**config.mk**
```make
export PLATFORM = sky130hd
export DESIGN_NAME = axil_arbiter_2x1
export DESIGN_NICKNAME = d
export VERILOG_FILES = /design/src/rtl/axil_pkg.sv /design/src/rtl/axil_arbiter_2x1.sv
export SDC_FILE = /design/constraint.sdc
export NUM_CORES = 1
export LEC_CHECK = 0
export BUFFER_PORTS_ARGS = -buffer_cell sky130_fd_sc_hd__buf_2
export CORE_AREA = 2 2 259 261
export DETAILED_ROUTE_END_ITERATION = 8
export DIE_AREA = 0 0 261 263
export GPL_TIMING_DRIVEN = 0
export PLACE_DENSITY = 0.32
export SYNTH_ARGS = -nofsm -noshare
export SYNTH_HDL_FRONTEND = slang
export SYNTH_SLANG_ARGS = --single-unit
```
**constraint.sdc**
```tcl
create_clock -name i_aclk -period 1.2 [get_ports i_aclk]
set_input_delay 0.06 -clock i_aclk [delete_from_list [all_inputs] [get_ports i_aclk]]
set_output_delay 0.06 -clock i_aclk [all_outputs]
set_load 0.005 [all_outputs]
```
**src/rtl/axil_pkg.sv**
```systemverilog
// AXI-lite bus definitions
package axil_pkg;

  // ----------------------------
  // Bus widths and SRAM size
  localparam int AXIL_ADDR_W    = 32;
  localparam int AXIL_DATA_W    = 64;
  localparam int AXIL_STRB_W    = AXIL_DATA_W / 8;  // One bit per byte
  localparam int MEM_WORDS_LOG2 = 8;                // 256 words of 8 bytes

  typedef logic [AXIL_ADDR_W-1:0] addr_t;
  typedef logic [AXIL_DATA_W-1:0] data_t;
  typedef logic [AXIL_STRB_W-1:0] strb_t;
  typedef logic [2:0]             prot_t;
  typedef logic [1:0]             resp_t;

  localparam resp_t RESP_OKAY   = 2'b00;
  localparam resp_t RESP_SLVERR = 2'b10;

  // ----------------------------
  // Channel payloads
  typedef struct packed {
    addr_t addr;
    prot_t prot;
  } axil_aw_t;

  typedef struct packed {
    data_t data;
    strb_t strb;
  } axil_w_t;

  typedef struct packed {
    resp_t resp;
  } axil_b_t;

  typedef struct packed {
    addr_t addr;
    prot_t prot;
  } axil_ar_t;

  typedef struct packed {
    data_t data;
    resp_t resp;
  } axil_r_t;

  // Grant held per direction
  typedef enum logic [1:0] {ARB_IDLE, ARB_A, ARB_B} arb_state_e;

endpackage

```
**src/rtl/axil_arbiter_2x1.sv**
```systemverilog
// AXI-lite 2x1 arbiter
`timescale 1ns/1ps

module axil_arbiter_2x1 (
  input  logic               i_aclk,
  input  logic               i_rst_n,

  // ----------------------------
  // Master A
  input  logic               i_a_aw_valid,
  input  axil_pkg::axil_aw_t i_a_aw,
  output logic               o_a_aw_ready,
  input  logic               i_a_w_valid,
  input  axil_pkg::axil_w_t  i_a_w,
  output logic               o_a_w_ready,
  output logic               o_a_b_valid,
  output axil_pkg::axil_b_t  o_a_b,
  input  logic               i_a_b_ready,
  input  logic               i_a_ar_valid,
  input  axil_pkg::axil_ar_t i_a_ar,
  output logic               o_a_ar_ready,
  output logic               o_a_r_valid,
  output axil_pkg::axil_r_t  o_a_r,
  input  logic               i_a_r_ready,

  // ----------------------------
  // Master B
  input  logic               i_b_aw_valid,
  input  axil_pkg::axil_aw_t i_b_aw,
  output logic               o_b_aw_ready,
  input  logic               i_b_w_valid,
  input  axil_pkg::axil_w_t  i_b_w,
  output logic               o_b_w_ready,
  output logic               o_b_b_valid,
  output axil_pkg::axil_b_t  o_b_b,
  input  logic               i_b_b_ready,
  input  logic               i_b_ar_valid,
  input  axil_pkg::axil_ar_t i_b_ar,
  output logic               o_b_ar_ready,
  output logic               o_b_r_valid,
  output axil_pkg::axil_r_t  o_b_r,
  input  logic               i_b_r_ready,

  // ----------------------------
  // Downstream slave
  output logic               o_aw_valid,
  output axil_pkg::axil_aw_t o_aw,
  input  logic               i_aw_ready,
  output logic               o_w_valid,
  output axil_pkg::axil_w_t  o_w,
  input  logic               i_w_ready,
  input  logic               i_b_valid,
  input  axil_pkg::axil_b_t  i_b,
  output logic               o_b_ready,
  output logic               o_ar_valid,
  output axil_pkg::axil_ar_t o_ar,
  input  logic               i_ar_ready,
  input  logic               i_r_valid,
  input  axil_pkg::axil_r_t  i_r,
  output logic               o_r_ready
);
  import axil_pkg::*;

  arb_state_e wr_state;
  arb_state_e rd_state;
  logic       wr_a;
  logic       wr_b;
  logic       rd_a;
  logic       rd_b;

  // Fixed priority to A, grant kept until the response handshake
  function automatic arb_state_e next_grant(
    input arb_state_e cur,
    input logic       a_req,
    input logic       b_req,
    input logic       rsp_done
  );
    arb_state_e nxt;
    nxt = cur;
    case (cur)
      ARB_IDLE: begin
        if (a_req) begin
          nxt = ARB_A;
        end else if (b_req) begin
          nxt = ARB_B;
        end
      end
      default: begin
        if (rsp_done) begin
          nxt = ARB_IDLE;
        end
      end
    endcase
    return nxt;
  endfunction

  always_ff @(posedge i_aclk) begin
    if (!i_rst_n) begin
      wr_state <= ARB_IDLE;
      rd_state <= ARB_IDLE;
    end else begin
      wr_state <= next_grant(wr_state, i_a_aw_valid, i_b_aw_valid, i_b_valid & o_b_ready);
      rd_state <= next_grant(rd_state, i_a_ar_valid, i_b_ar_valid, i_r_valid & o_r_ready);
    end
  end

  assign wr_a = (wr_state == ARB_A);
  assign wr_b = (wr_state == ARB_B);
  assign rd_a = (rd_state == ARB_A);
  assign rd_b = (rd_state == ARB_B);

  // Write direction
  assign o_aw_valid   = (wr_a & i_a_aw_valid) | (wr_b & i_b_aw_valid);
  assign o_aw         = wr_b ? i_b_aw : i_a_aw;
  assign o_a_aw_ready = wr_a & i_aw_ready;
  assign o_b_aw_ready = wr_b & i_aw_ready;
  assign o_w_valid    = (wr_a & i_a_w_valid) | (wr_b & i_b_w_valid);
  assign o_w          = wr_b ? i_b_w : i_a_w;
  assign o_a_w_ready  = wr_a & i_w_ready;
  assign o_b_w_ready  = wr_b & i_w_ready;
  assign o_a_b_valid  = wr_a & i_b_valid;
  assign o_b_b_valid  = wr_b & i_b_valid;
  assign o_a_b        = wr_a ? i_b : '0;  // Zeroed toward the idle side
  assign o_b_b        = wr_b ? i_b : '0;
  assign o_b_ready    = (wr_a & i_a_b_ready) | (wr_b & i_b_b_ready);

  // Read direction
  assign o_ar_valid   = (rd_a & i_a_ar_valid) | (rd_b & i_b_ar_valid);
  assign o_ar         = rd_b ? i_b_ar : i_a_ar;
  assign o_a_ar_ready = rd_a & i_ar_ready;
  assign o_b_ar_ready = rd_b & i_ar_ready;
  assign o_a_r_valid  = rd_a & i_r_valid;
  assign o_b_r_valid  = rd_b & i_r_valid;
  assign o_a_r        = rd_a ? i_r : '0;
  assign o_b_r        = rd_b ? i_r : '0;
  assign o_r_ready    = (rd_a & i_a_r_ready) | (rd_b & i_b_r_ready);

  // Slave only answers a request issued under a grant
  assert property (@(posedge i_aclk) disable iff (!i_rst_n)
    !(i_b_valid && wr_state == ARB_IDLE) && !(i_r_valid && rd_state == ARB_IDLE))
    else $error("response with no grant held");

  // A waiting response pins its grant
  assert property (@(posedge i_aclk) disable iff (!i_rst_n)
    (!$past(i_b_valid && !o_b_ready) || wr_state == $past(wr_state)) &&
    (!$past(i_r_valid && !o_r_ready) || rd_state == $past(rd_state)))
    else $error("grant moved while a response was pending");

endmodule

```
# Yosys cells after proc, flatten, opt, wreduce, memory -nomap -nowiden
# Cells that the tools add are included.
# word_totals
output_inout_bits	293
inputBits	369
reg_bits	4
wordCells	56
# classes
reduce_logical	6
bitwise_logic	27
muxes	15
n_eq_ne	6
# ops
operator	n
2-to-1 mux 66 bit	2
2-to-1 mux 72 bit	1
2-to-1 mux 35 bit	2
bitwise AND 1 bit	22
2-to-1 mux 2 bit	10
inequality test 3 bit, second input constant	2
bitwise OR 1 bit	5
== test 2 x 1 -> 1 bit, second input constant	2
== test 2 bit, second input constant	2
zero test 2 bit	2
AND reduction 2 bit	2
nonzero test 2 bit	2

# Longest topological paths before layout
# depth
depth_word	6
ltp_mapped	5
depth_no_buf	2

# Worst setup path after synthesis
# Ideal clock, no wire load.
# synth_timing
kind	reg-to-output
start	reg wr_state[0]
end	out o_w[62] in the netlist's numbering
path_buffers	3
path_stages_with_launch	6
slack_ps	-101
required_time_ps	1140
t_arrival_ps	1241
cell_sequence	dfxtp_1 nand2b_1 buf_6 buf_8 buf_8 mux2_4
# synth_lines
item	line_no	text
from (decl)	axil_arbiter_2x1.sv:64	arb_state_e wr_state;
from (signal assigned)	axil_arbiter_2x1.sv:102	wr_state <= next_grant(wr_state, i_a_aw_valid, i_b_aw_valid, i_b_valid & o_b_ready);
to (decl)	axil_arbiter_2x1.sv:50	output axil_pkg::axil_w_t o_w,

==> impl_results.md <==
* Outcome: complete, but fails checks
* Failing checks: setup timing
* Max-cap violations at 0
* Post-synth EDFFs at 0
* Die width at between 200 and 300 microns
* Top cells by count, synth: and2_1 (146), mux2_2 (123), mux2_4 (19)
* Cells after Synth at ~350
* PwrDens at ~480 nW/um^2
* GRT Total Usage at between 7 and 8%
* Critical Path, Cell by Cell: nand2b_4 -> buf_12 -> buf_12 -> clkbuf_16 -> mux2_4 -> buf_6
* Crit Path Category: reg -> out
* Final net count at 1437
* # H-tree levels at 1
* Clk pin slew, worst setup/hold paths at approximately 30 ps
* Leak at about 0.0056 uW
* Routed vias at approximately 5600
* Starting Density at between 4 and 5%
* CP Data Arrival Time at approximately 1600 ps
* Top cells by area, synth: mux2_2 (45%), and2_1 (30%), mux2_4 (9.3%)
* Switch Pwr at about 1700 uW
* Hold_sp: i_rst_n
* First-pass GRT wire length at roughly 40000 microns
* Max clock buf depth at 2
* Crit-path max FO at 6
* Setup slack after layout at -482 ps
* Yosys top cell by area: mux2_2
* Tmin final at ~1700 ps
* Global route overflow at 0
* Count of final setup violators at 295
* Clk Latency, worst-skew pair at 230 ps
* Utilization after layout at between 10% and 20%
* DRC violations left at 0
* Part of the cycle the worst path needs at 140%
* Switch share at between 30% and 40%
* CTS Buf Count at 3
* P&R area growth vs syn at 246%
* Final ANT Viol Nets at 0
* Sequential power share at 3.1%
* Share of the synthesized area in the top cell type at ~45%
* Core area at roughly 66000 sq um
* P_int at ~3400 uW
* Layout Skew at 0.0465 ps
* Routed wire length at roughly 31000 microns
* Hold Fails Final Rpt at 0
* Crit path top cell by count: buf_12
* Critical Path RT at ~1100 ps
* Combinational power share at 86.4%
* Cell area after synthesis at 3080 sq um
* Clock power share at approximately a tenth
* Drt first-iter violations at roughly 150
* CTS tree: built
* Final GP Congestion at 0.923
* CTS Hold Bufs at 0
* Initial antenna violation count at 1
* Final slew viol count at 0
* DR vias/cell at around 2.9
* Count of cell types in the netlist at 21
* VDD IR max at approximately 0.00036 V
* Crit path max-delay family: buffers and inverters
* Startpoint types: register
* Post-DP HPWL at around 25000 microns
* Cell Rows at 94
* Placed inst area at 7480 sq um
* DRT Pass-1 Iters at 4
* Tightest Pin Transition at roughly 210 ps
* Die area at 68600 sq um
* Avg Inst Size Synth at roughly 8.8 sq um
* CTS Sinks at 4
* Worst path max stage delay at approximately 330 ps
* Max Fclk at just under 600 MHz
* CTS Root Cell: clkbuf_16
* Die Span Y at between 200 and 300 microns
* Vias in the first global route at between 5000 and 6000
* Synthesized flop and latch total at 4
* Overall power at around 5100 uW
* Critical path buffer and inverter count at 4
* RSZ-0062 raised after global routing: true
* Ys flop type: dfxtp_1
* HP Class: in -> reg
* Largest net degree at the start of global routing at 11
* Crit path launch: wr_state[0]
* Syn. warnings at 0
* Ys async rst share at 0%
* Io pins at 662
* Worst Setup End Kind: output port
* Post-synthesis sequential area ratio at roughly 2.6%
* Count leader, synth: and2_1
* Port Buffers at ~660
* Avg WL per Cell at approximately 16 microns
* R2R Path Start: rd_state[1]
* Layout cells sized above 1 at 94.6%
* Fin area at 10700 sq um
* Slowest-stage cell, CP: dfxtp_4
* Max-slew headroom at 86.1%
* Syn nets at between 700 and 800
## placed cells by master (no fill, tap or decap), types with 4 or more instances in the layout
cell type,count
buf_8,15
and2_4,108
mux2_4,86
and2_1,38
buf_12,21
nor2b_4,4
buf_4,10
a22o_1,5
buf_6,197
mux2_2,56
clkbuf_8,5
clkbuf_16,22
dfxtp_4,4
buf_16,5
buf_2,472
## cells by family (layout without fill, tap and decap cells)
logic type / count (synthesis) / in the layout / share of synthesized area (%)
AO/OA/AOI/OAI: 8 / 8 / 2.44
multiplexers: 142 / 142 / 54.3
other: 0 / 3 / 0
buffers and inverters: 31 / 750 / 7.07
flip-flops: 4 / 4 / 2.60
AND/OR/NAND/NOR: 163 / 163 / 33.6
## repair_timing
action / in CTS / in global routing
resized for setup: 307 / 198
hold endpoints to repair: 0 / 0
gates cloned: 19 / 7
pin swaps: 84 / 47
endpoints found under the setup margin: 295 / 295
setup buffers: 21 / 13
## final timing paths
path	slack, ps	cells past startpoint	endpoint
worst max-delay path	-480	6	o_w[57]
worst min-delay path	120	2	wr_state[1]
worst max register to register	-150	6	rd_state[0]
worst min register to register	600	1	wr_state[1]
## routing by layer
| layer | part of all wire (%) | global-route usage [%] | vias to the layer above |
|---|---|---|---|
| met2 | 52 | 14.9 | 335 |
| met1 | 40 | 9.64 | 2591 |
| met4 | 0.85 | 0.737 | 0 |
| met5 | 0 | 0 | - |
| met3 | 6.7 | 1.11 | 14 |
| li1 | - | - | 2642 |
## stage by stage
stage | setup TNS (ps) | hold WS, ps | cells | setup slack, ps
6_report | -107350 | 119 | 1934 | -482
5_1_grt | -124780 | 146 | 1932 | -540
4_1_cts | -114070 | 121 | 1917 | -507
3_5_place_dp | -143710 | 354 | 1873 | -1200
3_3_place_gp | -146750 | 350 | 1873 | -1270
2_1_floorplan | -591 | 186 | 348 | -32.6
## sequential cells by signal (all words and copies together) (netlist names)
| register | flops |
|---|---|
| rd_state | 2 |
| wr_state | 2 |
## final cells by class
type | count | area [sq um]
Tap cell | 864 | 1080
Sequential cell | 4 | 95.1
Multi-Input combinational cell | 313 | 3350
Timing Repair Buffer | 717 | 5460
Antenna cell | 3 | 7.51
Fill cell | 7468 | 55000
Buffer | 29 | 588
Clock buffer | 4 | 78.8
## power groups by stage
stage	Clock (uW)	Sequential (uW)	Combinational, uW
finish	540	161	4440
global route	561	164	4700
CTS	542	161	3820
detailed placement	0	171	2700
global placement	0	171	2720
floorplan	0	165	1080
(Power assumes the default switching activity.)
